File: config.mk
export PLATFORM = sky130hd
export DESIGN_NAME = grayscale_serializer
export DESIGN_NICKNAME = d
export VERILOG_FILES = /design/src/verilog/led_matrix_pkg.sv /design/src/verilog/grayscale_serializer.sv
export SDC_FILE = /design/constraint.sdc
export NUM_CORES = 1
export LEC_CHECK = 0
export BUFFER_PORTS_ARGS = -buffer_cell sky130_fd_sc_hd__buf_2
export CAP_MARGIN = 20
export CORE_MARGIN = 5
export CORE_UTILIZATION = 33
export DETAILED_ROUTE_END_ITERATION = 8
export PLACE_DENSITY_LB_ADDON = 0.12
export SLEW_MARGIN = 20
export SYNTH_ARGS = -nofsm -noshare
export SYNTH_HDL_FRONTEND = slang
export SYNTH_SLANG_ARGS = --single-unit
File: constraint.sdc
create_clock -name CLK -period 2 [get_ports CLK]
set_input_delay 0.2 -clock CLK [delete_from_list [all_inputs] [get_ports CLK]]
set_output_delay 0.2 -clock CLK [all_outputs]
set_load 0.02 [all_outputs]
File: src/verilog/led_matrix_pkg.sv
package led_matrix_pkg;

	// driver latch word
	localparam int LATCH_BITS  = 769;     // select bit sits at LATCH_BITS-1
	localparam int GS_CHANNELS = 48;      // per driver
	localparam int GS_BITS     = 16;      // per grayscale value

	// index widths
	localparam int LINE_IDX_W   = 6;      // up to 48 serial lines
	localparam int DRIVER_IDX_W = 3;      // up to 8 drivers per chain
	localparam int BIT_IDX_W    = 10;     // 0..768
	localparam int CHAN_IDX_W   = 6;      // 0..47

	// control latch field map as bit offsets inside the 769-bit word
	localparam int DC_BASE = 0;           // 16 groups of r/g/b 7-bit dot correction
	localparam int MC_BASE = 336;         // max current r/g/b with 3 bits each
	localparam int BC_BASE = 345;         // global brightness r/g/b with 7 bits each
	localparam int FC_BASE = 366;         // five function bits

	typedef enum logic {
		LATCH_CONTROL   = 1'b0,
		LATCH_GRAYSCALE = 1'b1
	} latch_kind_e;

	typedef enum logic [2:0] {
		IDLE       = 3'd0,
		SETUP      = 3'd1,
		SHIFT_LOW  = 3'd2,                // sdo loads while sclk is low
		SHIFT_HIGH = 3'd3,                // sclk high and bit index steps down
		LATCH      = 3'd4
	} seq_state_e;

	typedef struct packed {
		logic [6:0] dc_r;                 // dot correction, same for all groups
		logic [6:0] dc_g;
		logic [6:0] dc_b;
		logic [2:0] mc_r;                 // max current
		logic [2:0] mc_g;
		logic [2:0] mc_b;
		logic [6:0] bc_r;                 // global brightness
		logic [6:0] bc_g;
		logic [6:0] bc_b;
		logic       dsprpt;               // auto display repeat
		logic       tmgrst;               // display timing reset
		logic       rfresh;               // auto data refresh
		logic       espwm;                // ES-PWM mode
		logic       lsdvlt;               // LSD detection voltage select
	} led_ctrl_cfg_t;

	typedef struct packed {
		logic                    we;
		logic [LINE_IDX_W-1:0]   line;
		logic [DRIVER_IDX_W-1:0] driver;
		logic [CHAN_IDX_W-1:0]   channel;
		logic [GS_BITS-1:0]      value;
	} pixel_write_t;

	typedef struct packed {
		latch_kind_e             kind;    // control or grayscale pass
		logic [DRIVER_IDX_W-1:0] driver;  // word being shifted
		logic [BIT_IDX_W-1:0]    bit_index; // 768 down to 0
	} shift_pos_t;

endpackage

File: src/verilog/grayscale_serializer.sv
module grayscale_serializer #(
	parameter int NUM_LINES   = 4,
	parameter int NUM_DRIVERS = 2
) (
	input  logic                                    CLK,
	input  logic                                    reset,
	input  led_matrix_pkg::shift_pos_t              pos,
	input  logic                                    load_bit,
	input  logic                                    ctrl_bit,   // same on every line
	output logic [led_matrix_pkg::DRIVER_IDX_W-1:0] rd_driver,
	output logic [led_matrix_pkg::CHAN_IDX_W-1:0]   rd_channel,
	input  logic [NUM_LINES-1:0][led_matrix_pkg::GS_BITS-1:0] rd_values,
	output logic [NUM_LINES-1:0]                    sdo
);

	localparam int CW = led_matrix_pkg::CHAN_IDX_W;
	localparam int SB = $clog2(led_matrix_pkg::GS_BITS);  // bit-in-value width
	localparam int SELECT_BIT = led_matrix_pkg::LATCH_BITS - 1;

	logic is_select;
	logic [SB-1:0] gs_bit;  // bit inside the 16-bit value

	assign is_select = (pos.bit_index == SELECT_BIT);
	assign gs_bit    = pos.bit_index[SB-1:0];

	// channel = index / 16 and parked at 0 for the select bit
	assign rd_channel = is_select ? '0 : CW'(pos.bit_index >> SB);
	assign rd_driver  = pos.driver;

	always_ff @(posedge CLK) begin
		if (reset) begin
			sdo <= '0;
		end else if (load_bit) begin
			for (int l = 0; l < NUM_LINES; l++) begin
				if (pos.kind == led_matrix_pkg::LATCH_CONTROL)
					sdo[l] <= ctrl_bit;
				else if (is_select)
					sdo[l] <= 1'b0;  // grayscale select
				else
					sdo[l] <= rd_values[l][gs_bit];  // msb first as index falls
			end
		end
	end

	// sequencer must never address a driver beyond the chain
	driver_in_range: assert property (@(posedge CLK) disable iff (reset)
		load_bit |-> (pos.driver < NUM_DRIVERS))
		else $error("shift position past last driver");

endmodule

# Word-level counts from Yosys, hierarchy flattened
# Index checks and enable logic that the tools add are counted.
# word_totals
in_bits	82
register_bits	4
elab_cells	20
output_inout_bits	13
# classes
n_lt_le_gt_ge	1
n_eq_ne	1
muxes	17
# ops
op	count
1-bit binary-select mux with 4-bit select	4
1-bit 2-to-1 mux	12
10-bit == test, second input constant	1
6-bit 2-to-1 mux	1
4-bit by 5-bit < comparator with 1-bit output, second input constant	1

# Longest topological paths before layout
# depth
word_depth	4
mapped_depth	6
depth_no_buf	4

# Worst setup path before layout
# No wires, ideal clock.
# synth_timing
path_kind	in2out
startpoint	input pos[6] (netlist bit)
endpoint	output rd_channel[4] (netlist bit)
path_buffers	0
required_time_ns	1.800
path_slack_ns	0.296
arrival_time_ns	1.504
path_stages	3
cell_sequence	or4_1 or4_4 and2_2
# synth_between
elab_chain_len	2
# synth_lines
item	line_no	rtl
from (decl)	grayscale_serializer.sv:7	input led_matrix_pkg::shift_pos_t pos,
10-bit == test	grayscale_serializer.sv:23	assign is_select = (pos.bit_index == SELECT_BIT);
6-bit 2-to-1 mux	grayscale_serializer.sv:27	assign rd_channel = is_select ? '0 : CW'(pos.bit_index >> SB);
to (decl)	grayscale_serializer.sv:11	output logic [led_matrix_pkg::CHAN_IDX_W-1:0] rd_channel,
# Every way passes these cells.

# Final worst setup path
# Ends and elaborated chain as after synthesis.

==> reports/metrics.yaml <==
cts_root_buf: "clkbuf_4"
start_kind: "input port"
ctsHoldBuffers: 0
finalCriticalPeriod_ns: 1.93
largest_reg_flops: 4
crit_arrival_ns: 1.73
reg2reg_from: "sdo[2]"
die-area_um2: 3430
cts_resized: 0
wl_um: 2520
syn-cell-area_um2: 777
wire_per_inst_um: 13.5
p_leak_nw: 0.619
cts_tree: "yes"
insertion_delay_ns: 0.23
end_kind: "output pin"
final_cell_mix: "buf_2, mux4_2, mux2i_1"
gp_congestion: 0.707
power_density_nw_per_um2: 341
synth_top_cell_by_area: "mux4_2"
layout.nets: 243
rrSetupSlack_ns: 1.30
finalHoldViolCount: 0
crit_required_ns: 1.80
post_cts_buffers: 0
reg_top3: "sdo x4"
fmax_mhz: 517
path_max_fanout: 3
ys_types: 29
antennaDiodeCount: 0
grt.overflow.total: 0
relSlewSlack_pct: 63.1
path_class: "input port to output pin"
grt_start_max_net_pins: 16
synth_ff_type: "dfxtp_1"
area_growth_pct: 58.9
outcome: "finished clean"
async_flop_share_pct: 0
multiInputGateArea_um2: 619
drt_iter0_markers: 10
syn_avg_cell_area_um2: 10.5
dieWidth_um: 58.5
routed_via_density: 5.09
first_pass_iters: 2
synth_cells: 74
drive_gt1_share_pct: 71.1
num_vias: 952
max-cap-violations: 0
synth_xor_area_share_pct: 0
placementRows: 17
muxShareOfSynthArea_pct: 46.4
hold_path.class: "input port to flip-flop"
ys_top_cells_by_area: "mux4_2, mux2i_1, dfxtp_1, a211oi_1, a22oi_1"
cts_buffers: 3
final_max_slew_viol_count: 0
finalCritPeriodShare_pct: 96.7
max_flop_register: "sdo"
antenna_found_initial: 0
clk_path_buf_depth: 2
ys_seq_elements: 4
synth_compound_area_share_pct: 17.7
grt_pass1_wl_um: 3930
ys_warn_count: 0
max_slew.worst_pin.slew_ns: 0.550
drcViolationCount: 0
fillers: 238
synthAdderAreaFrac_pct: 0
die_y_um: 58.5
ff_latch_area_um2: 80.1
grt_usage_pct: 15.0
synth_edf_count: 0
first_global_vias: 991
io_buffers: 88
htreeDepth: 1
core_area_um2: 2230
hold-path-cell-count: 2
clkTransAtPathRegs_ns: 0.04
dp_cells: 184
setup_viol: 0
final_common_cell: "buf_2"
worst_r2r_endpoint: "sdo[2]"
r2r_cells: 2
min_from: "reset"
ir_drop_mv: 0.228
detail-route-antenna-nets: 0
start_util_pct: 34.8
rsz0062_at_grt: "no"
setup_tns_ns: 0
whs_endpoint: "sdo[2]"
clock_skew_ns: 0
synth_top_area_share_pct: 31.9
pin_count: 95
syn_nets: 156
seq_area_frac_synth_pct: 10.3
synth_top_family_by_area: "multiplexers"
fin_cells: 187
clkSinkCount: 4
hpwl_um: 2340
synth_simple_gate_area_share_pct: 15.6
==> worst max-delay path, cell delays in order <==
cell and delay, ns:
buf_2 0.10, or4_1 0.54, or4_4 0.54, and2_2 0.20, buf_2 0.15
==> cell usage after synthesis (2+ instances only) <==
cell type / number
nor2b_1: 3
nor2_1: 4
mux2_2: 2
o22ai_1: 3
buf_6: 2
nor3b_1: 2
and2_2: 2
clkbuf_1: 4
inv_1: 2
a211oi_1: 6
a22oi_1: 3
buf_4: 3
mux2i_1: 9
mux4_2: 11
dfxtp_1: 4
==> kinds of logic after synthesis <==
kind of cell,count (synthesis)
compound gates,17
buf+inv,12
flops,4
mux,22
simple gates,19
==> power breakdown <==
part,switching (mW),internal [mW]
Sequential,0.00329,0.0884
Combinational,0.0970,0.135
Clock,0.0310,0.0670
==> metrics by stage <==
stage / area [µm²] / util, % / hold WS, ns / total power [mW] / worst slack [ns]
finish: 1230 / 55.3 / 0.166 / 0.422 / 0.0667
global route: 1230 / 55.3 / 0.169 / 0.458 / 0.0357
CTS: 1230 / 55.3 / 0.159 / 0.431 / 0.0636
detailed placement: 1210 / 54.3 / 0.400 / 0.328 / 0.0643
global placement: 1210 / 54.3 / 0.400 / 0.324 / 0.0814
floorplan: 777 / - / 0.279 / 0.232 / 0.296
==> how the worst max path moves through the flow <==
| stage | depth (start not counted) | startpoint | slack, ns | endpoint |
|---|---|---|---|---|
| detailed placement | 5 | pos[6] | 0.06 | rd_channel[4] |
| global route | 5 | pos[6] | 0.04 | rd_channel[4] |
| finish | 5 | pos[6] | 0.07 | rd_channel[4] |
| CTS | 5 | pos[6] | 0.06 | rd_channel[4] |
| global placement | 5 | pos[6] | 0.08 | rd_channel[4] |
| floorplan | 3 | pos[6] | 0.30 | rd_channel[4] |
==> area by class of cell <==
| class | count | share of cell area (%) |
|---|---|---|
| multi-input cells | 58 | 50.2 |
| repair buffers | 92 | 38.1 |
| flip-flops and latches | 4 | 6.48 |
| well taps | 28 | 2.84 |
| clock buffers | 3 | 1.82 |
| inverters | 2 | 0.608 |
==> metal layers <==
| metal | vias to the layer above | global-route usage, % | wire, µm |
|---|---|---|---|
| met4 | 0 | 6.95 | 47 |
| met2 | 47 | 25.4 | 1300 |
| met3 | 10 | 4.82 | 283 |
| met1 | 419 | 17.0 | 886 |
| met5 | - | 0 | 0 |
| li1 | 476 | - | - |
(Power assumes the default switching activity.)
