**config.mk**
```make
export PLATFORM = sky130hd
export DESIGN_NAME = control_latch_encoder
export DESIGN_NICKNAME = d
export VERILOG_FILES = /design/src/verilog/led_matrix_pkg.sv /design/src/verilog/control_latch_encoder.sv
export SDC_FILE = /design/constraint.sdc
export NUM_CORES = 1
export LEC_CHECK = 0
export BUFFER_PORTS_ARGS = -buffer_cell sky130_fd_sc_hd__buf_2
export CORE_ASPECT_RATIO = 1.2
export CORE_UTILIZATION = 25
export DETAILED_ROUTE_END_ITERATION = 16
export MAX_ROUTING_LAYER = met4
export SKIP_LAST_GASP = 1
export SLEW_MARGIN = 20
export SYNTH_ARGS = -nofsm -noshare
export SYNTH_HDL_FRONTEND = slang
export SYNTH_SLANG_ARGS = --single-unit
```
**constraint.sdc**
```tcl
create_clock -name vclk -period 12.79
set_clock_uncertainty 0.05 [all_clocks]
set_input_delay 0 -clock vclk [all_inputs]
set_output_delay 0 -clock vclk [all_outputs]
set_load 0.1 [all_outputs]
```
**src/verilog/led_matrix_pkg.sv**
```systemverilog
package led_matrix_pkg;

	// driver latch word
	localparam int LATCH_BITS  = 769;     // select bit sits at LATCH_BITS-1
	localparam int GS_CHANNELS = 48;      // per driver
	localparam int GS_BITS     = 16;      // per grayscale value

	// index widths
	localparam int LINE_IDX_W   = 6;      // up to 48 serial lines
	localparam int DRIVER_IDX_W = 3;      // up to 8 drivers per chain
	localparam int BIT_IDX_W    = 10;     // 0..768
	localparam int CHAN_IDX_W   = 6;      // 0..47

	// control latch field map as bit offsets inside the 769-bit word
	localparam int DC_BASE = 0;           // 16 groups of r/g/b 7-bit dot correction
	localparam int MC_BASE = 336;         // max current r/g/b with 3 bits each
	localparam int BC_BASE = 345;         // global brightness r/g/b with 7 bits each
	localparam int FC_BASE = 366;         // five function bits

	typedef enum logic {
		LATCH_CONTROL   = 1'b0,
		LATCH_GRAYSCALE = 1'b1
	} latch_kind_e;

	typedef enum logic [2:0] {
		IDLE       = 3'd0,
		SETUP      = 3'd1,
		SHIFT_LOW  = 3'd2,                // sdo loads while sclk is low
		SHIFT_HIGH = 3'd3,                // sclk high and bit index steps down
		LATCH      = 3'd4
	} seq_state_e;

	typedef struct packed {
		logic [6:0] dc_r;                 // dot correction, same for all groups
		logic [6:0] dc_g;
		logic [6:0] dc_b;
		logic [2:0] mc_r;                 // max current
		logic [2:0] mc_g;
		logic [2:0] mc_b;
		logic [6:0] bc_r;                 // global brightness
		logic [6:0] bc_g;
		logic [6:0] bc_b;
		logic       dsprpt;               // auto display repeat
		logic       tmgrst;               // display timing reset
		logic       rfresh;               // auto data refresh
		logic       espwm;                // ES-PWM mode
		logic       lsdvlt;               // LSD detection voltage select
	} led_ctrl_cfg_t;

	typedef struct packed {
		logic                    we;
		logic [LINE_IDX_W-1:0]   line;
		logic [DRIVER_IDX_W-1:0] driver;
		logic [CHAN_IDX_W-1:0]   channel;
		logic [GS_BITS-1:0]      value;
	} pixel_write_t;

	typedef struct packed {
		latch_kind_e             kind;    // control or grayscale pass
		logic [DRIVER_IDX_W-1:0] driver;  // word being shifted
		logic [BIT_IDX_W-1:0]    bit_index; // 768 down to 0
	} shift_pos_t;

endpackage

```
**src/verilog/control_latch_encoder.sv**
```systemverilog
module control_latch_encoder (
	input  led_matrix_pkg::shift_pos_t    pos,
	input  led_matrix_pkg::led_ctrl_cfg_t ctrl_cfg,
	output logic                          ctrl_bit
);

	// field widths and ends
	localparam int DC_W      = 7;
	localparam int DC_STRIDE = 3 * DC_W;                      // one r/g/b group
	localparam int DC_GROUPS = led_matrix_pkg::GS_CHANNELS / 3;
	localparam int DC_END    = led_matrix_pkg::DC_BASE + DC_GROUPS * DC_STRIDE;
	localparam int MC_W      = 3;
	localparam int MC_END    = led_matrix_pkg::MC_BASE + 3 * MC_W;
	localparam int BC_W      = 7;
	localparam int BC_END    = led_matrix_pkg::BC_BASE + 3 * BC_W;
	localparam int FC_BITS   = 5;
	localparam int FC_END    = led_matrix_pkg::FC_BASE + FC_BITS;
	localparam int SELECT_BIT = led_matrix_pkg::LATCH_BITS - 1;

	logic [FC_BITS-1:0] fc_vec;

	// bit 0 of the field is dsprpt at FC_BASE
	assign fc_vec = {ctrl_cfg.lsdvlt, ctrl_cfg.espwm, ctrl_cfg.rfresh,
	                 ctrl_cfg.tmgrst, ctrl_cfg.dsprpt};

	// color 0 red, 1 green, 2 blue
	function automatic logic pick_rgb(input logic [6:0] r, input logic [6:0] g,
		input logic [6:0] b, input int unsigned color, input int unsigned bitpos);
		logic [6:0] fld;
		case (color)
			0:       fld = r;
			1:       fld = g;
			default: fld = b;
		endcase
		return fld[bitpos[2:0]];
	endfunction

	always_comb begin
		int unsigned idx;
		int unsigned off;
		idx      = pos.bit_index;
		off      = 0;
		ctrl_bit = 1'b0;  // reserved bits stay 0
		if (idx == SELECT_BIT) begin
			ctrl_bit = 1'b1;  // selects the control latch
		end else if (idx < DC_END) begin
			off      = (idx - led_matrix_pkg::DC_BASE) % DC_STRIDE;  // every group alike
			ctrl_bit = pick_rgb(ctrl_cfg.dc_r, ctrl_cfg.dc_g, ctrl_cfg.dc_b,
			                    off / DC_W, off % DC_W);
		end else if (idx >= led_matrix_pkg::MC_BASE && idx < MC_END) begin
			off      = idx - led_matrix_pkg::MC_BASE;
			ctrl_bit = pick_rgb({4'b0, ctrl_cfg.mc_r}, {4'b0, ctrl_cfg.mc_g},
			                    {4'b0, ctrl_cfg.mc_b}, off / MC_W, off % MC_W);
		end else if (idx >= led_matrix_pkg::BC_BASE && idx < BC_END) begin
			off      = idx - led_matrix_pkg::BC_BASE;
			ctrl_bit = pick_rgb(ctrl_cfg.bc_r, ctrl_cfg.bc_g, ctrl_cfg.bc_b,
			                    off / BC_W, off % BC_W);
		end else if (idx >= led_matrix_pkg::FC_BASE && idx < FC_END) begin
			off      = idx - led_matrix_pkg::FC_BASE;
			ctrl_bit = fc_vec[off[2:0]];
		end
	end

endmodule

```
== Word-level counts from Yosys, hierarchy flattened ==
Index checks and enable logic that the tools add are counted.
W data, S select, Z words.

* Flip-flop bits (word level): 0
* Output and inout port bits: 1
* Logic and storage cells: 56

* Add/sub/neg operators: 3
* Divide/modulo/power cells: 7
* Magnitude comparators: 11
* Eq/ne operators: 4
* Mux-type cells: 25
* Reductions and logical operators: 6

{| class="wikitable"
|+ Operators by type and width
! operator !! count
|-
| $eq A32 B1 Y1 const B || 3
|-
| $logic_not A32 Y1 || 3
|-
| $div A32 B3 Y32 const B || 2
|-
| $mod A32 B3 Y32 const B || 2
|-
| $mux W7 || 9
|-
| $lt A10 B9 Y1 const B || 4
|-
| $div A32 B2 Y32 const B || 1
|-
| $mod A10 B5 Y32 const B || 1
|-
| $mod A32 B2 Y32 const B || 1
|-
| $ge A10 B9 Y1 const B || 3
|-
| $pmux W7 S2 || 2
|-
| $sub A10 B9 Y11 const B || 2
|-
| $lt A3 B4 Y1 const B || 4
|-
| $bmux W1 S3 || 4
|-
| $eq A10 B10 Y1 const B || 1
|-
| $mux W1 || 9
|-
| $pmux W3 S2 || 1
|-
| $logic_and A1 B1 Y1 || 3
|-
| $sub A3 B3 Y3 const B || 1
|}

== Logic depth before layout (Yosys ltp) ==
Gate-level depths: netlist (run 1).

* Word-level depth: 14
* Gate-level depth with buffers: 65

== Worst setup path before layout (run 1) ==
OpenSTA, ideal clock, no wires.

* Kind: input port to output port
* Start: input pos[2] (netlist name)
* End: output ctrl_bit
* Arrival: 14542 ps
* Required time: 12740 ps
* Path slack: -1802 ps
* Cell stages on the path: 63
* Path buffers: 9
* Cell sequence: clkbuf_1 -> clkbuf_1 -> inv_1 -> ha_1 -> or4b_1 -> buf_2 -> a31oi_1 -> inv_1 -> ha_1 -> o31ai_1 -> nand2_1 -> nor2_4 -> mux2_4 -> a211o_1 -> buf_4 -> o221ai_2 -> o211ai_2 -> a211oi_4 -> [27 not listed] -> o2111ai_1 -> nand4_1 -> and2_1 -> clkbuf_1 -> xnor2_1 -> ha_1 -> nor4_1 -> a2111oi_2 -> nor3b_2 -> xnor2_1 -> ha_1 -> inv_1 -> o21bai_1 -> buf_4 -> mux4_2 -> nor3_1 -> a211o_1 -> nand4_1

* Word-level cells in the longest chain between the ends: 14
* Elaborated cells on any way between the ends: 52

{| class="wikitable"
|+ RTL lines
! element !! line !! source
|-
| start: declaration || control_latch_encoder.sv:2 || <nowiki>input led_matrix_pkg::shift_pos_t pos,</nowiki>
|-
| branches (longest 13 deep; another with $mod A10 B5 Y32) || n/a ||
|-
| $mux W1 (*) || control_latch_encoder.sv:44 || <nowiki>if (idx == SELECT_BIT) begin</nowiki>
|-
| end: declaration || control_latch_encoder.sv:4 || <nowiki>output logic ctrl_bit</nowiki>
|}

Every way passes the cells marked *. The select of a mux whose other input is x is not followed.

== Worst setup path after layout (run 1) ==
* Start: input pos[1] (netlist name)
* End: output ctrl_bit

Same word-level chain as after synthesis.

==> impl_metrics.tcl, run 1 <==
set metrics [dict create \
    ant_nets 0 \
    wl_per_cell_um 17.9 \
    status "complete, no violations" \
    fmax_ghz 0.0805 \
    antenna_found_initial 0 \
    port_buffers 67 \
    viasPerCell 5.92 \
    worstMarginPinSlew_ns 0.995 \
    dr.first_iter.drc_count 1015 \
    finalSetupViolCount 0 \
    tns_ns 0 \
    io_pins 71 \
    min_from "ctrl_cfg[36]" \
    gp_congestion 0.974 \
    wl_um 34500 \
    synth_area_leaders "xnor2_1 (7.6%), mux2i_1 (5.4%), nand2_1 (4.9%)" \
    start_util_pct 25.5 \
    start_kind "primary input" \
    yosysWarningCount 0 \
    slowest_delay_ns 0.58 \
    drc 0 \
    core-area_mm2 0.0342 \
    die_y_um 207 \
    synth-seq-area-share_pct 0 \
    final_nets 1568 \
    clock_buffers 0 \
    netlist_top_cells_count "nand2_1 (114), nor2_1 (102), a21oi_1 (80), xnor2_1 (76), o21ai_0 (62)" \
    drv_slew 0 \
    finish.utilization_pct 34.2 \
    synth.distinct_cells 119 \
    synth_area_mm2 0.00871 \
    synth.most_common_cell "nand2_1" \
    finalHoldViolCount 0 \
    end_kind "primary output" \
    gr-usage-all-layers_pct 18.3 \
    yosys.area.top_type "xnor2_1" \
    vias 11400 \
    critPathMaxFanout 7 \
    hold_slack_ns 0.581 \
    die_area_mm2 0.0356 \
    fin_cells 1923 \
    synthCells 1273 \
    dr.pass1.iters 5 \
    min_path_type "primary input to primary output" \
    crit_arrival_ns 12.37 \
    grt_pass1_wl_um 52800 \
    rows 74 \
    min_to "ctrl_bit" \
    finalCriticalPeriod_ns 12.42 \
    grt_max_degree 28 \
    slowest_stage "or4_4" \
    drive_gt1_share_pct 30.1 \
    worstSetupPathType "primary input to primary output" \
    syn_avg_cell_area_um2 6.84 \
    min_path_cells 5 \
    period_share_pct 97.1 \
    synth_top_area_share_pct 7.64 \
    dp_cells 1887 \
    synthToLayoutAreaGrowth_pct 34.0 \
    cts_hold_buf 0 \
    overflow 0 \
    grt_pass1_vias 10500 \
    seq_area_um2 0 \
    antenna_cells 0 \
    drv_cap 0 \
    slew_headroom_pct 33.2 \
    required_ns 12.74 \
    seq_cells 0 \
    die_w_um 172 \
    hpwl_um 26600 \
]
==> what timing repair did <==
item	4_1_cts	5_1_grt
gates cloned	0	2
buffers inserted	0	34
pin swaps	1	71
gates resized for setup	10	117
setup endpoints to repair	1	1
==> kinds of logic after synthesis <==
| kind of cell | Yosys count | share of synthesized area (%) |
|---|---|---|
| mux | 66 | 8.72 |
| compound gates | 485 | 41.9 |
| simple gates | 492 | 29.8 |
| other cells | 1 | 0.0430 |
| xor+xnor | 94 | 9.66 |
| fa+ha+maj | 37 | 5.08 |
| buf+inv | 98 | 4.75 |
==> cell type report <==
cell class,instances,area [um^2]
well taps,456,571
repair buffers,251,1770
inverters,36,148
fillers,3546,22500
multi-input cells,1180,9180
==> worst max-delay path, delay by kind of cell <==
| kind | cells | cell delay, ns |
|---|---|---|
| simple gates | 16 | 4.58 |
| buf+inv | 11 | 1.17 |
| compound gates | 23 | 4.64 |
| mux | 2 | 0.60 |
| xor+xnor | 3 | 0.40 |
| fa+ha+maj | 5 | 0.97 |
==> through the flow <==
stage,cell area [um^2],setup slack [ns]
floorplan,9010,-0.438
global placement,10700,0.193
detailed placement,10700,-0.00986
CTS,10800,0.0454
global route,11700,-0.162
finish,11700,0.372
==> cell usage in the layout (no fill, tap or decap), drive strengths merged, types with 26 or more instances in the layout <==
cell and count:
nand2 115, o211ai 28, a31oi 32, a21oi 80
buf 251, mux2i 47, inv 35, and2 26
nand3 46, nor3 45, xnor2 76, o21ai 73
nor2 105, ha 29
==> worst max path at each step <==
stage / depth (start not counted) / slack, ns / endpoint / startpoint
global route: 60 / -0.16 / ctrl_bit / pos[1]
floorplan: 63 / -0.44 / ctrl_bit / pos[2]
CTS: 57 / 0.05 / ctrl_bit / pos[2]
finish: 60 / 0.37 / ctrl_bit / pos[1]
detailed placement: 57 / -0.01 / ctrl_bit / pos[2]
global placement: 57 / 0.19 / ctrl_bit / pos[2]
==> routing by layer <==
| layer | wire [um] | up-vias | global-route usage (%) | part of all wire, % |
|---|---|---|---|---|
| met3 | 1300 | 87 | 0.383 | 3.8 |
| li1 | - | 5422 | - | - |
| met1 | 14200 | 5450 | 21.5 | 41 |
| met5 | 0 | - | - | 0 |
| met4 | 1450 | 0 | 6.83 | 4.2 |
| met2 | 17600 | 420 | 33.0 | 51 |
Power of run 1 is not shown: default switching activity piles up to over one toggle a cycle in this logic, so the estimate is an artifact.
==> run 2: changes to the inputs <==
--- a/config.mk
+++ b/config.mk
@@ -10,6 +10,7 @@
 export CORE_UTILIZATION = 25
 export DETAILED_ROUTE_END_ITERATION = 16
 export MAX_ROUTING_LAYER = met4
+export REMOVE_ABC_BUFFERS = 1
 export SKIP_LAST_GASP = 1
 export SLEW_MARGIN = 20
 export SYNTH_ARGS = -nofsm -noshare
==> impl_metrics.tcl, run 2 (synthesis gave the netlist of run 1 again) <==
set metrics [dict create \
    status "complete, no violations" \
    die_y_um 207 \
    drv_slew 0 \
    layout_common_cells "buf_4 (193), nand2_1 (109), nor2_1 (100), a21oi_1 (77), xnor2_1 (70)" \
    dp_cells 1905 \
    cts_hold_buf 0 \
    finish.utilization_pct 34.5 \
    layout_commonest_cell "buf_4" \
    crit_arrival_ns 12.53 \
    overflow 0 \
    end_kind "primary output" \
    critPathMaxFanout 6 \
    clock_buffers 0 \
    drc 0 \
    critPathBufInv 15 \
    start_kind "primary input" \
    multi_input_area_mm2 0.00916 \
    wl_per_cell_um 17.7 \
    wl_um 34300 \
    vias 11200 \
    nFillCells 3595 \
    crit_family "compound AO/OA/AOI/OAI gates" \
    grt_pass1_wl_um 53500 \
    worstMarginPinSlew_ns 0.975 \
    viasPerCell 5.79 \
    grt_max_degree 37 \
    min_path_type "primary input to primary output" \
    gr-usage-all-layers_pct 18.7 \
    start_util_pct 25.5 \
    synthToLayoutAreaGrowth_pct 35.2 \
    fin_cells 1940 \
    slowest_delay_ns 0.55 \
    slowest_stage "or4b_4" \
    rsz0062_at_grt "yes" \
    required_ns 12.74 \
    seq_cells 0 \
    gp_congestion 0.991 \
    rows 74 \
    drv_cap 0 \
    cp.depth 65 \
    ant_nets 0 \
    crit_path_start "pos[1]" \
    port_buffers 67 \
    final_cell_area_mm2 0.0118 \
    period_share_pct 98.4 \
    die_w_um 172 \
    die_area_mm2 0.0356 \
    dpl_cell_area_mm2 0.0106 \
    slew_headroom_pct 34.6 \
    antenna_found_initial 2 \
    finalHoldViolCount 0 \
    critPathMostFrequentCell "buf_4" \
    core-area_mm2 0.0342 \
    final_nets 1583 \
    finalSetupViolCount 0 \
    drive_gt1_share_pct 30.9 \
    io_pins 71 \
    seq_area_um2 0 \
    hpwl_um 26700 \
    grt_pass1_vias 10600 \
    endpoint "ctrl_bit" \
    dr.first_iter.drc_count 964 \
    worstSetupPathType "primary input to primary output" \
    dr.pass1.iters 6 \
    finalCriticalPeriod_ns 12.58 \
    fmax_ghz 0.0795 \
]
## run 2: changes by cell type in the layout (fill, tap and decap cells not counted), sizes merged
| cell | before | now |
|---|---|---|
| a211o | 17 | 16 |
| buf | 251 | 267 |
| diode | 0 | 2 |
## run 2: tightest hold or removal path, delay by kind of cell
| family | cells | cell delay, ns |
|---|---|---|
| buffers and inverters | 2 | 0.27 |
| and+or+nand+nor | 2 | 0.25 |
| AOI/OAI and AO/OA | 1 | 0.11 |
## run 2: area by class of cell
type               count  area share, %
repair buffers       267           16.1
diodes                 2         0.0425
inverters             36           1.25
well taps            456           4.84
multi-input cells   1179           77.7
## run 2: timing repair
item,4_1_cts,5_1_grt
gates cloned,1,0
gates resized for setup,46,128
setup endpoints to repair,1,1
pin swaps,14,80
buffers inserted,4,28
## run 2: through the flow
stage | setup TNS [ns] | hold slack (ns) | setup WS [ns]
global placement | -0.208 | 0.573 | -0.208
CTS | 0 | 0.572 | 0.0104
global route | -0.284 | 0.623 | -0.284
floorplan | -1.40 | 0.861 | -1.40
finish | 0 | 0.573 | 0.211
detailed placement | -0.334 | 0.568 | -0.334
## run 2: routing by layer
metal / track usage, % / vias up / routed length (um)
li1: - / 5460 / -
met3: 0.670 / 91 / 1290
met5: - / - / 0
met2: 32.9 / 354 / 17100
met1: 22.5 / 5332 / 14600
met4: 6.73 / 0 / 1340
## run 2: worst min path at each step
stage | slack, ns | to | start | depth (start not counted)
2_1_floorplan | 0.86 | ctrl_bit | pos[9] | 4
3_3_place_gp | 0.57 | ctrl_bit | ctrl_cfg[36] | 5
3_5_place_dp | 0.57 | ctrl_bit | ctrl_cfg[36] | 5
4_1_cts | 0.57 | ctrl_bit | ctrl_cfg[36] | 5
5_1_grt | 0.62 | ctrl_bit | ctrl_cfg[36] | 5
6_report | 0.57 | ctrl_bit | ctrl_cfg[36] | 5
Power of run 2 is left out for the same reason.
==> run 3: changes to the inputs <==
--- a/config.mk
+++ b/config.mk
@@ -6,10 +6,13 @@
 export NUM_CORES = 1
 export LEC_CHECK = 0
 export BUFFER_PORTS_ARGS = -buffer_cell sky130_fd_sc_hd__buf_2
+export CELL_PAD_IN_SITES_DETAIL_PLACEMENT = 1
+export CELL_PAD_IN_SITES_GLOBAL_PLACEMENT = 2
 export CORE_ASPECT_RATIO = 1.2
 export CORE_UTILIZATION = 25
 export DETAILED_ROUTE_END_ITERATION = 16
 export MAX_ROUTING_LAYER = met4
+export PLACE_DENSITY_LB_ADDON = 0.1
 export REMOVE_ABC_BUFFERS = 1
 export SKIP_LAST_GASP = 1
 export SLEW_MARGIN = 20
==> constraint.sdc (replaced) <==
create_clock -name vclk -period 13.6
set_clock_uncertainty 0.05 [all_clocks]
set_input_delay 0 -clock vclk [all_inputs]
set_output_delay 0 -clock vclk [all_outputs]
set_load 0.1 [all_outputs]
==> impl_metrics.tcl, run 3 (synthesis gave the netlist of run 1 again) <==
set metrics [dict create \
    seq_area_um2 0 \
    grt.busiest_layer "met2" \
    grt_max_degree 29 \
    dr.first_iter.drc_count 395 \
    io_pins 71 \
    drive_gt1_share_pct 27.5 \
    seq_cells 0 \
    gp_congestion 0.894 \
    critPathMostFrequentCell "buf_4" \
    start_kind "primary input" \
    dr.pass1.iters 5 \
    overflow 0 \
    slowest_delay_ns 0.52 \
    antenna_cells 0 \
    critPathMaxFanout 8 \
    wl_um 39700 \
    nFillCells 4293 \
    rows 74 \
    drc 0 \
    grtUsageMet3_pct 0.574 \
    die_y_um 207 \
    end_kind "primary output" \
    slowest_stage "or4b_1" \
    clock_buffers 0 \
    multi_input_area_mm2 0.00877 \
    finalSetupViolCount 0 \
    port_buffers 67 \
    fmax_ghz 0.0768 \
    wl_per_cell_um 20.6 \
    status "complete, no violations" \
    period_share_pct 95.8 \
    viasPerCell 5.67 \
    final_nets 1572 \
    grt_pass1_vias 11200 \
    met2_usage_pct 42.4 \
    die_w_um 172 \
    finalHoldViolCount 0 \
    ant_nets 0 \
    antenna_found_initial 0 \
    vias 10900 \
    layout_commonest_cell "buf_4" \
    layout_common_cells "buf_4 (190), nand2_1 (113), nor2_1 (101), a21oi_1 (78), xnor2_1 (73)" \
    min_path_type "primary input to primary output" \
    drv_cap 0 \
    tns_ns 0 \
    start_util_pct 25.5 \
    core-area_mm2 0.0342 \
    worstMarginPinSlew_ns 1.02 \
    crit_arrival_ns 12.98 \
    finish.utilization_pct 32.9 \
    die_area_mm2 0.0356 \
    gr-usage-all-layers_pct 22.4 \
    finalCriticalPeriod_ns 13.03 \
    worstSetupPathType "primary input to primary output" \
    drv_slew 0 \
    required_ns 13.55 \
    use_met1_pct 25.7 \
    synthToLayoutAreaGrowth_pct 29.1 \
    slew_headroom_pct 31.3 \
    hpwl_um 32900 \
    grt_pass1_wl_um 61800 \
    min_path_cells 5 \
]
## run 3: what timing repair did
item,4_1_cts,5_1_grt
setup buffers,0,11
hold buffers,0,0
gates cloned,0,0
endpoints found under the setup margin,1,1
pin swaps,0,24
resized for setup,7,77
## run 3: worst max-delay path: cells and delay by family
family | cells | cell delay [ns]
and+or+nand+nor | 17 | 4.40
adders and majority gates | 3 | 0.65
muxes | 2 | 0.63
buffers and inverters | 15 | 2.43
xor gates and xnor gates | 3 | 0.36
AOI/OAI and AO/OA | 22 | 4.45
## run 3: layout make-up
cell class	count	area share [%]
Inverter	36	1.20
Multi-Input combinational cell	1178	77.9
Timing Repair Buffer	257	15.8
Tap cell	456	5.07
## run 3: path summary, 6_finish.rpt
path / from / endpoint / slack (ns)
setup / recovery: pos[1] / ctrl_bit / 0.57
hold / removal: ctrl_cfg[36] / ctrl_bit / 0.59
## run 3: per-stage QoR
step | hold slack [ns] | instance area (um^2) | setup WS (ns) | instances
final | 0.591 | 11300 | 0.574 | 1927
after global routing | 0.657 | 11300 | -0.0940 | 1927
after detailed placement | 0.587 | 10700 | -0.0552 | 1916
after floorplan | 0.861 | 8450 | -0.586 | 1214
after CTS | 0.587 | 10700 | 0.00798 | 1916
after global placement | 0.583 | 10700 | 0.0656 | 1916
## run 3: per-layer routing
layer / part of all wire [%] / wire length, um
met4: 2.8 / 1100
met3: 1.6 / 636
met1: 43 / 17000
met2: 53 / 21000
met5: 0 / 0
Power of run 3 is left out for the same reason.
