$ cat config.mk
export PLATFORM = sky130hd
export DESIGN_NAME = frame_sequencer
export DESIGN_NICKNAME = d
export VERILOG_FILES = /design/src/verilog/led_matrix_pkg.sv /design/src/verilog/frame_sequencer.sv
export SDC_FILE = /design/constraint.sdc
export NUM_CORES = 1
export LEC_CHECK = 0
export BUFFER_PORTS_ARGS = -buffer_cell sky130_fd_sc_hd__buf_2
export CAP_MARGIN = 20
export CORE_MARGIN = 2
export CORE_UTILIZATION = 51
export CTS_CLUSTER_SIZE = 16
export DETAILED_ROUTE_END_ITERATION = 8
export GPL_TIMING_DRIVEN = 1
export PLACE_DENSITY = 0.72
export SYNTH_ARGS = -nofsm -noshare
export SYNTH_HDL_FRONTEND = slang
export SYNTH_SLANG_ARGS = --single-unit
$ cat constraint.sdc
create_clock -name CLK -period 2.95 [get_ports CLK]
set_input_delay 0.59 -clock CLK [delete_from_list [all_inputs] [get_ports CLK]]
set_output_delay 0.59 -clock CLK [all_outputs]
set_load 0.005 [all_outputs]
$ cat src/verilog/led_matrix_pkg.sv
package led_matrix_pkg;

	// driver latch word
	localparam int LATCH_BITS  = 769;     // select bit sits at LATCH_BITS-1
	localparam int GS_CHANNELS = 48;      // per driver
	localparam int GS_BITS     = 16;      // per grayscale value

	// index widths
	localparam int LINE_IDX_W   = 6;      // up to 48 serial lines
	localparam int DRIVER_IDX_W = 3;      // up to 8 drivers per chain
	localparam int BIT_IDX_W    = 10;     // 0..768
	localparam int CHAN_IDX_W   = 6;      // 0..47

	// control latch field map as bit offsets inside the 769-bit word
	localparam int DC_BASE = 0;           // 16 groups of r/g/b 7-bit dot correction
	localparam int MC_BASE = 336;         // max current r/g/b with 3 bits each
	localparam int BC_BASE = 345;         // global brightness r/g/b with 7 bits each
	localparam int FC_BASE = 366;         // five function bits

	typedef enum logic {
		LATCH_CONTROL   = 1'b0,
		LATCH_GRAYSCALE = 1'b1
	} latch_kind_e;

	typedef enum logic [2:0] {
		IDLE       = 3'd0,
		SETUP      = 3'd1,
		SHIFT_LOW  = 3'd2,                // sdo loads while sclk is low
		SHIFT_HIGH = 3'd3,                // sclk high and bit index steps down
		LATCH      = 3'd4
	} seq_state_e;

	typedef struct packed {
		logic [6:0] dc_r;                 // dot correction, same for all groups
		logic [6:0] dc_g;
		logic [6:0] dc_b;
		logic [2:0] mc_r;                 // max current
		logic [2:0] mc_g;
		logic [2:0] mc_b;
		logic [6:0] bc_r;                 // global brightness
		logic [6:0] bc_g;
		logic [6:0] bc_b;
		logic       dsprpt;               // auto display repeat
		logic       tmgrst;               // display timing reset
		logic       rfresh;               // auto data refresh
		logic       espwm;                // ES-PWM mode
		logic       lsdvlt;               // LSD detection voltage select
	} led_ctrl_cfg_t;

	typedef struct packed {
		logic                    we;
		logic [LINE_IDX_W-1:0]   line;
		logic [DRIVER_IDX_W-1:0] driver;
		logic [CHAN_IDX_W-1:0]   channel;
		logic [GS_BITS-1:0]      value;
	} pixel_write_t;

	typedef struct packed {
		latch_kind_e             kind;    // control or grayscale pass
		logic [DRIVER_IDX_W-1:0] driver;  // word being shifted
		logic [BIT_IDX_W-1:0]    bit_index; // 768 down to 0
	} shift_pos_t;

endpackage

$ cat src/verilog/frame_sequencer.sv
module frame_sequencer #(
	parameter int NUM_DRIVERS = 2
) (
	input  logic                       CLK,
	input  logic                       reset,
	input  logic                       frame_start,  // only seen in IDLE
	output led_matrix_pkg::shift_pos_t pos,
	output logic                       load_bit,
	output logic                       sclk,
	output logic                       lat,
	output logic                       busy
);

	localparam int DW = led_matrix_pkg::DRIVER_IDX_W;
	localparam int BW = led_matrix_pkg::BIT_IDX_W;
	localparam logic [DW-1:0] LAST_DRIVER = DW'(NUM_DRIVERS - 1);  // farthest in chain
	localparam logic [BW-1:0] TOP_BIT = BW'(led_matrix_pkg::LATCH_BITS - 1);

	led_matrix_pkg::seq_state_e state;
	logic [BW-1:0] bit_cnt;
	logic [DW-1:0] drv_cnt;
	logic pending_ctrl;  // control latch still owed after reset

	always_ff @(posedge CLK) begin
		if (reset) begin
			state        <= led_matrix_pkg::SETUP;  // control pass starts by itself
			pending_ctrl <= 1'b1;
			drv_cnt      <= LAST_DRIVER;
			bit_cnt      <= TOP_BIT;
		end else begin
			case (state)
				led_matrix_pkg::IDLE: begin
					if (frame_start) begin
						state   <= led_matrix_pkg::SETUP;
						drv_cnt <= LAST_DRIVER;
					end
				end
				led_matrix_pkg::SETUP: begin
					bit_cnt <= TOP_BIT;  // select bit goes first
					state   <= led_matrix_pkg::SHIFT_LOW;
				end
				led_matrix_pkg::SHIFT_LOW: begin
					state <= led_matrix_pkg::SHIFT_HIGH;
				end
				led_matrix_pkg::SHIFT_HIGH: begin
					if (bit_cnt != '0) begin
						bit_cnt <= bit_cnt - 1'b1;
						state   <= led_matrix_pkg::SHIFT_LOW;
					end else if (drv_cnt != '0) begin
						drv_cnt <= drv_cnt - 1'b1;  // next word one driver closer
						state   <= led_matrix_pkg::SETUP;
					end else begin
						state <= led_matrix_pkg::LATCH;  // whole chain loaded
					end
				end
				led_matrix_pkg::LATCH: begin
					pending_ctrl <= 1'b0;
					state        <= led_matrix_pkg::IDLE;
				end
				default: state <= led_matrix_pkg::IDLE;
			endcase
		end
	end

	assign pos.kind = pending_ctrl ? led_matrix_pkg::LATCH_CONTROL
	                               : led_matrix_pkg::LATCH_GRAYSCALE;
	assign pos.driver    = drv_cnt;
	assign pos.bit_index = bit_cnt;

	// pins decoded straight from state
	assign load_bit = (state == led_matrix_pkg::SHIFT_LOW);
	assign sclk     = (state == led_matrix_pkg::SHIFT_HIGH);  // drivers sample on rise
	assign lat      = (state == led_matrix_pkg::LATCH);
	assign busy     = (state != led_matrix_pkg::IDLE);

	// a pass never mixes control and grayscale words
	kind_stable_in_pass: assert property (@(posedge CLK) disable iff (reset)
		busy && !lat |=> $stable(pos.kind))
		else $error("latch kind changed during a pass");

endmodule

# After elaboration in Yosys (flattened, before gate mapping)
# Index checks and enable logic that the tools add are counted.
dict set report op_classes {
  mux 10
  reduce_logical 8
  addsub 2
  eq_ne 8
}
# cell n
set ops {}
lappend ops {{$pmux W10 S2} 1}
lappend ops {{$mux W3} 5}
lappend ops {{$pmux W3 S4} 1}
lappend ops {{$mux W10} 1}
lappend ops {{$reduce_bool A10 Y1} 1}
lappend ops {{$sub A10 B1 Y10 const B} 1}
lappend ops {{$eq A3 B2 Y1 const B} 2}
lappend ops {{$pmux W3 S2} 1}
lappend ops {{$reduce_bool A3 Y1} 2}
lappend ops {{$ne A2 B1 Y1 const B} 2}
lappend ops {{$ne A2 B2 Y1 const B} 2}
lappend ops {{$reduce_and A4 Y1} 1}
lappend ops {{$reduce_bool A2 Y1} 2}
lappend ops {{$eq A3 B1 Y1 const B} 1}
lappend ops {{$eq A3 B3 Y1 const B} 1}
lappend ops {{$logic_not A3 Y1} 1}
lappend ops {{$sub A3 B1 Y3 const B} 1}
lappend ops {{$reduce_and A2 Y1} 1}
lappend ops {{$mux W1} 1}
dict set report totals {
  output_inout_bits 18
  input_bits 3
  regBits 17
  elab_cells 32
}

# Depth between registers and ports, before layout
# Gate-level depths: netlist (run 1).
dict set report depth {
  ltp_word 4
  mapped_depth 7
  ltp_nobuf 7
}

# Worst setup path before layout (run 1)
# No wires, ideal clock.
dict set report synth_timing {
  path_kind {reg-to-reg}
  from {register bit_cnt[1]}
  to {register drv_cnt[0]}
  path_buffers 1
  stages_incl_launch_ff 8
  required_ns 2.829
  arrival_time_ns 1.964
  period_less_slack_ns 2.085
  setup_time_ns 0.121
  path_slack_ns 0.865
  path_cell_list {dfxtp_1 inv_1 ha_1 nor4bb_1 clkbuf_1 nand3_1 or4b_4 mux2_2}
}
dict set report synth_between {
  elab_chain_len 3
}
# item line_no
set synth_rtl {}
lappend synth_rtl {{start: declaration} frame_sequencer.sv:20} ;# logic [BW-1:0] bit_cnt;
lappend synth_rtl {{start signal: assignment} frame_sequencer.sv:47} ;# bit_cnt <= bit_cnt - 1'b1;
lappend synth_rtl {{$reduce_bool A10 Y1} frame_sequencer.sv:46} ;# if (bit_cnt != '0) begin
lappend synth_rtl {{$ne A2 B2 Y1 (no source line)} n/a}
lappend synth_rtl {{$reduce_and A4 Y1 (no source line)} n/a}
lappend synth_rtl {{end signal: assignment} frame_sequencer.sv:50} ;# drv_cnt <= drv_cnt - 1'b1;
lappend synth_rtl {{end: declaration} frame_sequencer.sv:21} ;# logic [DW-1:0] drv_cnt;
# No other way between the ends.
# A chain may end at the register's enable or synchronous reset.

# Final worst setup path (run 1)
# Same ends and word-level chain as after synthesis.

==> results of run 1 <==
## stage by stage
stage                     hold slack [ns]  worst slack (ns)  power, mW  std cells
after floorplan                     0.465             0.865      0.387         98
after global placement              0.452             0.835      0.423        133
after detailed placement            0.464             0.812      0.426        133
after CTS                           0.479             0.796      0.550        137
after global routing                0.529             0.714      0.585        137
final                               0.473             0.794      0.546        137
## cells in the mapped netlist
library cell  number
o21ai_0            3
a211oi_1           1
nand3_1            1
nand3b_1           1
a2111oi_0          2
mux2_2             1
a2111o_1           1
a31o_2             1
and3_1             2
nor2_1             7
xnor2_1            4
or2_2              2
clkbuf_1           2
nand2_1            4
o21bai_2           1
xor2_1             1
o21bai_1           1
nor4bb_1           2
nand2b_1           2
nor3_1             3
a31oi_1            1
buf_4              1
o311a_1            1
ha_1               4
or4b_4             2
or3_1              5
nand4_1            2
o31a_1             1
nor4_1             1
and4b_1            1
o22ai_1            2
dfxtp_1           17
nor3b_1            3
nor4_4             1
a211o_2            1
inv_1              7
a21oi_1            6
## power by group through the flow
stage	Combinational [mW]	Sequential (mW)	Clock [mW]
2_1_floorplan	0.112	0.275	0
3_3_place_gp	0.143	0.280	0
3_5_place_dp	0.145	0.281	0
4_1_cts	0.146	0.276	0.129
5_1_grt	0.163	0.280	0.142
6_report	0.145	0.276	0.126
## final cells by class
| class | instances | share of cell area, % |
|---|---|---|
| inverter | 7 | 2.52 |
| multi-input combinational | 71 | 49.8 |
| tap | 17 | 2.04 |
| clock inverter | 1 | 0.480 |
| timing repair buffer | 21 | 10.3 |
| clock buffer | 3 | 2.16 |
| sequential | 17 | 32.7 |
## critical path: stages, from the launching register on
cell	delay, ns
dfxtp_1	0.37
inv_1	0.09
ha_1	0.15
nor4bb_1	0.27
buf_4	0.20
nand3_1	0.13
or4b_4	0.57
mux2_2	0.27
## metal layers
layer	vias up	GRT usage (%)	wire length (µm)
met1	371	27.3	876
met2	17	28.6	814
met4	0	8.00	13
met3	2	5.16	91
li1	406	-	-
met5	-	0	0
## sequential cells by signal (all words and copies together) (netlist names)
signal / flops
state: 3
bit_cnt: 10
drv_cnt: 3
pending_ctrl: 1
## worst paths after layout
path | from | endpoint | slack, ns | cells past startpoint
max | bit_cnt[1] | drv_cnt[0] | 0.79 | 7
min | pending_ctrl | pending_ctrl | 0.47 | 2
max reg2reg | bit_cnt[1] | drv_cnt[0] | 0.79 | 7
min reg2reg | pending_ctrl | pending_ctrl | 0.47 | 2
## kinds of logic (layout without fill, tap and decap cells)
logic type               Yosys count  count (layout)  synth area share (%)
AND/OR/NAND/NOR                   39              39                  28.6
AO/OA/AOI/OAI                     22              22                  17.4
flip-flops                        17              17                  37.8
adder cells (fa/ha/maj)            4               4                  5.56
buffers and inverters             10              32                  4.58
multiplexers                       1               1                  1.25
XOR/XNOR                           5               5                  4.86
==> metrics, run 1 <==
Rows 15; DRT iter0 DRCs 13; die area between 2000 and 2500 µm²; deepest clock path buffer count 2; synth warn 0; clk_skew 0.00248 ns; Sw Pwr approximately 170 µW; area grow syn2layout 15.7%; WP data arrival roughly 2.3 ns; GRT Total Usage around 20%; # hold bufs at CTS 0; most common cell after layout, fill and taps aside buf_2; Tcrit/Tclk final about three quarters; worst min path class reg -> reg; area occupied by multi-input gates about 520 µm²; count of final hold-check violations 0; Max-cap violations 0; layout cells sized above 1 between 20% and 30%; Setup CP Type reg -> reg; Post-DP Area 1010 µm²; post-synthesis cell type count 37; largest area contributor in the netlist dfxtp_1; TritonRoute pass-1 iters 4; critical path startpoint category flip-flop; sequential share of the synthesized area 37.8%; number of global-route vias before repair ~690; global-route wire length before repair between 3000 and 4000 µm; Final GP Congestion 0.807; H-tree depth 1; Crit Path Max Fanout 8; Clock Latency Late Sink 0.29 ns; RSZ-0062 raised after global routing no; Syn Area/Cell between 9 and 10 µm²; LEAKAGE about 0.46 nW; Gate power share between 20% and 30%; final setup fails 0; Die X approximately 46 µm; most frequent cells in the layout buf_2 (20), dfxtp_1 (17), inv_1 (7), nor2_1 (7), a21oi_1 (6); design area roughly 1000 µm²; internal power around 370 µW; Setup TNS 0 ns; Initial Util a little over half; Peak VDD IR approximately 0.00031 V; slew of the pin with the lowest slew margin between 0.6 and 0.7 ns; Synthesized Nets about 110; clock root buffer clkbuf_4; GRT overflow 0; clock network fraction of total power a little under a quarter; #FFs+latches synth 17; antenna-violating nets left 0; initial antenna violation count 0; CTS tree built; ant diodes 0; largest cells by area after synthesis dfxtp_1 (38%), ha_1 (5.6%), xnor2_1 (3.9%); DR WL/cell 13.1 µm; switch share 31.8%; Cells after Synth about 100; HPWL Detailed about 1300 µm; fmax approximately 0.46 GHz; Ports 21; cts repair resizes 0; largest net degree at the start of global routing 12; nets between 100 and 150; Required @ worst endpoint between 3 and 4 ns; status complete, no violations; slew margin rel. between 50% and 60%; clock transition at the registers of the reported paths approximately 0.10 ns; total CTS buffers 3; Sequential Power Share approximately 50%; Mapped Area between 900 and 1000 µm²; share of the synthesized area in the top cell type 37.8%; Max Transition Viols Final 0; fill count about 170; Vias 796; final WL about 1800 µm; Cell Pwr Density ~520 nW/µm²; final design utilization 61.7%; port bufs 20; flip-flop and latch area ~340 µm²; Residual DRC 0; core area between 1500 and 2000 µm²; vias per inst 5.81; Setup crit end kind flip-flop; postcts setup bufs 0; Sink Count 17; Die H roughly 46 µm; minimum clock period 2.16 ns
(Power assumes the default switching activity.)
==> inputs of run 2 (changes only) <==
--- a/config.mk
+++ b/config.mk
@@ -8,11 +8,11 @@
 export BUFFER_PORTS_ARGS = -buffer_cell sky130_fd_sc_hd__buf_2
 export CAP_MARGIN = 20
 export CORE_MARGIN = 2
-export CORE_UTILIZATION = 51
+export CORE_UTILIZATION = 46
 export CTS_CLUSTER_SIZE = 16
 export DETAILED_ROUTE_END_ITERATION = 8
 export GPL_TIMING_DRIVEN = 1
-export PLACE_DENSITY = 0.72
+export PLACE_DENSITY = 0.69
 export SYNTH_ARGS = -nofsm -noshare
 export SYNTH_HDL_FRONTEND = slang
 export SYNTH_SLANG_ARGS = --single-unit
==> constraint.sdc (replaced) <==
create_clock -name CLK -period 1.8 [get_ports CLK]
set_input_delay 0.36 -clock CLK [delete_from_list [all_inputs] [get_ports CLK]]
set_output_delay 0.36 -clock CLK [all_outputs]
set_load 0.005 [all_outputs]
==> run 2 against run 1 <==
Net effect: highest routed layer unchanged; core utilization increased by 9.8 points; the run now ends with negative setup slack left; combinational power increased to 3.0 times the previous value; clock skew increased by 0.0064 ns; critical endpoint is now bit_cnt[9]; wire length increased by 33%; setup slack got worse by 0.91 ns; clock power increased by 72%; non-clock buffer count increased by 24; critical path type unchanged.
==> metrics, run 2 (synthesized netlist as in run 1, its figures left out) <==
most frequent cells in the layout buf_4 (23), buf_2 (20), dfxtp_1 (15); # hold bufs at CTS 0; global-route wire length before repair roughly 3600 µm; clk_skew between 0.008 and 0.009 ns; Post-DP Area 1180 µm²; HPWL Detailed 1630 µm; Max-cap violations 0; hold_sp reset; Setup CP Type reg -> reg; Peak VDD IR 0.000556 V; Biggest register bit_cnt; Ports 21; max reg flops 10; design area 1360 µm²; Initial Util a little under half; Gate power share between 30% and 40%; Die H between 40 and 50 µm; TritonRoute pass-1 iters 4; reg-to-reg endpoint bit_cnt[9]; Crit Path Max Fanout 4; core area roughly 1900 µm²; Setup crit end kind flip-flop; worst min path class in -> reg; final WL 2390 µm; Sink Count 17; clock transition at the registers of the reported paths 0.11 ns; initial antenna violation count 0; worst setup path end bit_cnt[9]; antenna-violating nets left 0; Residual DRC 0; number of global-route vias before repair 813; switch share 33.3%; internal power between 700 and 800 µW; Final GP Congestion 0.837; failing checks negative setup slack; Clock Latency Late Sink ~0.31 ns; GRT overflow 0; FF-to-FF setup slack -0.12 ns; Regs by FF count bit_cnt: 10 flops, drv_cnt: 3 flops, state: 3 flops; die area ~2300 µm²; critical path startpoint category flip-flop; LEAKAGE between 0.6 and 0.7 nW; Sequential Power Share between 40 and 50%; post-placement setup slack -0.211 ns; DR WL/cell approximately 14 µm; Required @ worst endpoint 2.00 ns; vias per inst 5.49; DRT iter0 DRCs 13; RSZ-0062 raised after global routing yes; Vias 939; Rows 16; status complete, but fails checks; Setup TNS -0.269 ns; clock network fraction of total power ~20%; Max Transition Viols Final 0; Sw Pwr roughly 360 µW; Tcrit/Tclk final 107%; nets around 150; Cell Pwr Density about 800 nW/µm²; CTS tree built; layout cells sized above 1 49.3%; final design utilization between 70% and 80%; deepest clock path buffer count 2; area grow syn2layout 51.0%; Final Non-Filler Cells about 170; final setup fails 5; GRT Total Usage between 20% and 30%; fin worst setup slack -0.117 ns; clock root buffer clkbuf_4; slew margin rel. approximately 75%; port bufs 20; FF-to-FF Start bit_cnt[1]; H-tree depth 1; fmax between 0.5 and 0.6 GHz; slew of the pin with the lowest slew margin approximately 0.37 ns; Die X 48.3 µm; total CTS buffers 3; WP data arrival 2.12 ns; CP startpoint bit_cnt[1]; count of final hold-check violations 0; most common cell after layout, fill and taps aside buf_4; largest net degree at the start of global routing 11; Placed Instances 163; minimum clock period 1.92 ns; R2R cell count 7; ant diodes 0
[run 2: cell count changes in the layout (fill, tap and decap cells not counted), sizes merged]
| cell | previous run | this run |
|---|---|---|
| clkinv | 1 | 0 |
| buf | 21 | 45 |
| clkbuf | 3 | 4 |
[run 2: final cells by class]
type,count,area [µm²]
clock buffer,4,26.3
fill,143,542
inverter,7,28.8
multi-input combinational,71,631
sequential,17,345
tap,27,33.8
timing repair buffer,45,295
[run 2: metrics by stage]
stage	hold WS (ns)	power (mW)
final	0.324	1.09
after global routing	0.349	1.14
after CTS	0.327	1.04
after detailed placement	0.463	0.789
after global placement	0.450	0.780
after floorplan	0.431	0.634
[run 2: metal layers]
layer	up-vias	global-route usage, %	wire [µm]
met4	0	14.6	78
met3	9	3.70	76
met2	26	35.0	1150
li1	458	-	-
met5	-	0	0
met1	446	28.6	1080
[run 2: power by group through the flow]
stage | logic (mW) | registers (mW) | clock network (mW)
global route | 0.468 | 0.441 | 0.232
floorplan | 0.183 | 0.452 | 0
CTS | 0.388 | 0.437 | 0.219
detailed placement | 0.346 | 0.443 | 0
global placement | 0.340 | 0.441 | 0
finish | 0.431 | 0.437 | 0.217
[run 2: what timing repair did]
item                       in CTS  in global routing
setup buffers                   2                  2
gates resized for setup        13                 11
setup endpoints to repair       5                  8
pin swaps                       3                  4
[run 2: worst max-delay path, stage by stage (launching register included)]
cell	delay (ns)
dfxtp_4	0.38
inv_4	0.04
ha_4	0.15
nor4bb_4	0.15
buf_4	0.14
a2111o_1	0.42
o31a_1	0.24
or3_1	0.29
[run 2: worst min path at each step]
stage                   endpoint  depth (start not counted)
global placement    pending_ctrl                          2
CTS                   bit_cnt[1]                          2
detailed placement  pending_ctrl                          2
finish                bit_cnt[1]                          2
floorplan             bit_cnt[1]                          1
global route          bit_cnt[1]                          2
==> inputs of run 3 (changes only) <==
--- a/config.mk
+++ b/config.mk
@@ -12,7 +12,7 @@
 export CTS_CLUSTER_SIZE = 16
 export DETAILED_ROUTE_END_ITERATION = 8
 export GPL_TIMING_DRIVEN = 1
-export PLACE_DENSITY = 0.69
+export PLACE_DENSITY = 0.8
 export SYNTH_ARGS = -nofsm -noshare
 export SYNTH_HDL_FRONTEND = slang
 export SYNTH_SLANG_ARGS = --single-unit
==> run 3 against run 2 <==
Net effect: the flow still finishes with violations (negative setup slack); critical endpoint unchanged; critical path depth shrank 3; fmax shrank 1.1%; combinational power grew 4.6%; flip-flop and latch count is the same; hold slack lost 0.0068 ns; core utilization grew 0.72 points; design area grew 1.0%; highest routed layer unchanged.
==> metrics, run 3 (synthesized netlist as in run 1, its figures left out) <==
DRT iter0 DRCs 15; Regs by FF count bit_cnt: 10 flops, drv_cnt: 3 flops, state: 3 flops; Biggest register bit_cnt; DR WL/cell ~14 µm; Vias 947; Final GP Congestion just over 0.8; max reg flops 10; final setup fails 5; ant diodes 0; hold path depth 2; Setup crit end kind flip-flop; Setup TNS -0.365 ns; TritonRoute pass-1 iters 4; Die X roughly 48 µm; Cell Pwr Density 806 nW/µm²; final design utilization between 70 and 80%; fmax just over 0.5 GHz; Max Transition Viols Final 0; clk_skew between 0.003 and 0.004 ns; FF-to-FF setup slack -0.14 ns; fin worst setup slack -0.139 ns; Tcrit/Tclk final 108%; area grow syn2layout 52.5%; Setup CP Type reg -> reg; RSZ-0062 raised after global routing yes; Sequential Power Share roughly two fifths; internal power roughly 740 µW; post-placement setup slack -0.185 ns; clock root buffer clkbuf_4; most frequent cells in the layout buf_4 (24), buf_2 (20), dfxtp_1 (14); critical path startpoint category flip-flop; Placed Instances roughly 160; reg-to-reg endpoint bit_cnt[9]; GRT Total Usage 21.7%; count of final hold-check violations 0; core area between 1500 and 2000 µm²; Post-DP Area roughly 1200 µm²; WP data arrival around 2.1 ns; antenna-violating nets left 0; Die H 48.3 µm; number of global-route vias before repair 775; Residual DRC 0; minimum clock period ~1.9 ns; Ports 21; status complete, but fails checks; Gate power share 40.8%; hold_ws 0.317 ns; design area about 1400 µm²; # hold bufs at CTS 0; deepest clock path buffer count 2; R2R cell count 4; final WL about 2500 µm; die area between 2000 and 2500 µm²; FF-to-FF Start state[2]; global-route wire length before repair about 3400 µm; most common cell after layout, fill and taps aside buf_4; total power after layout 1.11 mW; Sw Pwr between 300 and 400 µW; switch share between 30% and 40%; Rows 16; CP startpoint state[2]; worst setup path end bit_cnt[9]; clock network fraction of total power 19.5%; Clock Latency Late Sink 0.30 ns; vias per inst about 5.5; Crit Path Max Fanout 2; slew margin rel. between 70% and 80%; LEAKAGE approximately 0.63 nW; clock transition at the registers of the reported paths ~0.10 ns; H-tree depth 1; largest net degree at the start of global routing 11; Final Non-Filler Cells between 150 and 200; Required @ worst endpoint 1.99 ns; Max-cap violations 0; HPWL Detailed roughly 1600 µm; GRT overflow 0; slew of the pin with the lowest slew margin approximately 0.40 ns; nets roughly 150; Sink Count 17; failing checks negative setup slack; initial antenna violation count 0; Peak VDD IR ~0.00056 V; layout cells sized above 1 ~50%; worst min path class in -> reg; port bufs 20; CTS tree built; total CTS buffers 3; Initial Util between 40% and 50%
==> run 3: timing repair <==
action,in CTS,in global routing
setup endpoints to repair,5,9
pin swaps,4,6
buffers inserted,3,3
resized for setup,15,9
==> run 3: power by group through the flow <==
stage | Combinational (mW) | Sequential [mW] | Clock, mW
6_report | 0.451 | 0.439 | 0.216
3_3_place_gp | 0.337 | 0.440 | 0
2_1_floorplan | 0.183 | 0.452 | 0
4_1_cts | 0.387 | 0.438 | 0.210
5_1_grt | 0.491 | 0.442 | 0.233
3_5_place_dp | 0.341 | 0.444 | 0
==> run 3: cell type report <==
cell class,count,area [µm²]
tap,27,33.8
fill,138,528
sequential,17,347
inverter,7,28.8
clock buffer,4,26.3
multi-input combinational,71,624
timing repair buffer,47,314
==> run 3: how the worst min path moves through the flow <==
stage | start | end | slack, ns
after floorplan | reset | bit_cnt[1] | 0.43
after global placement | pending_ctrl | pending_ctrl | 0.45
after detailed placement | pending_ctrl | pending_ctrl | 0.46
after CTS | reset | bit_cnt[1] | 0.32
after global routing | reset | bit_cnt[1] | 0.33
final | reset | bit_cnt[1] | 0.32
==> run 3: per-layer routing <==
layer	vias to the layer above	GRT usage, %	part of all wire, %
li1	458	-	-
met1	457	26.7	44
met5	-	0	0
met2	25	36.1	50
met3	7	5.56	3.0
met4	0	8.11	2.2
==> run 3: worst max-delay path, stage by stage, from the launching register on <==
cell	delay [ns]
dfxtp_2	0.34
or4b_4	0.55
a2111o_1	0.42
o31a_1	0.24
or3_1	0.29
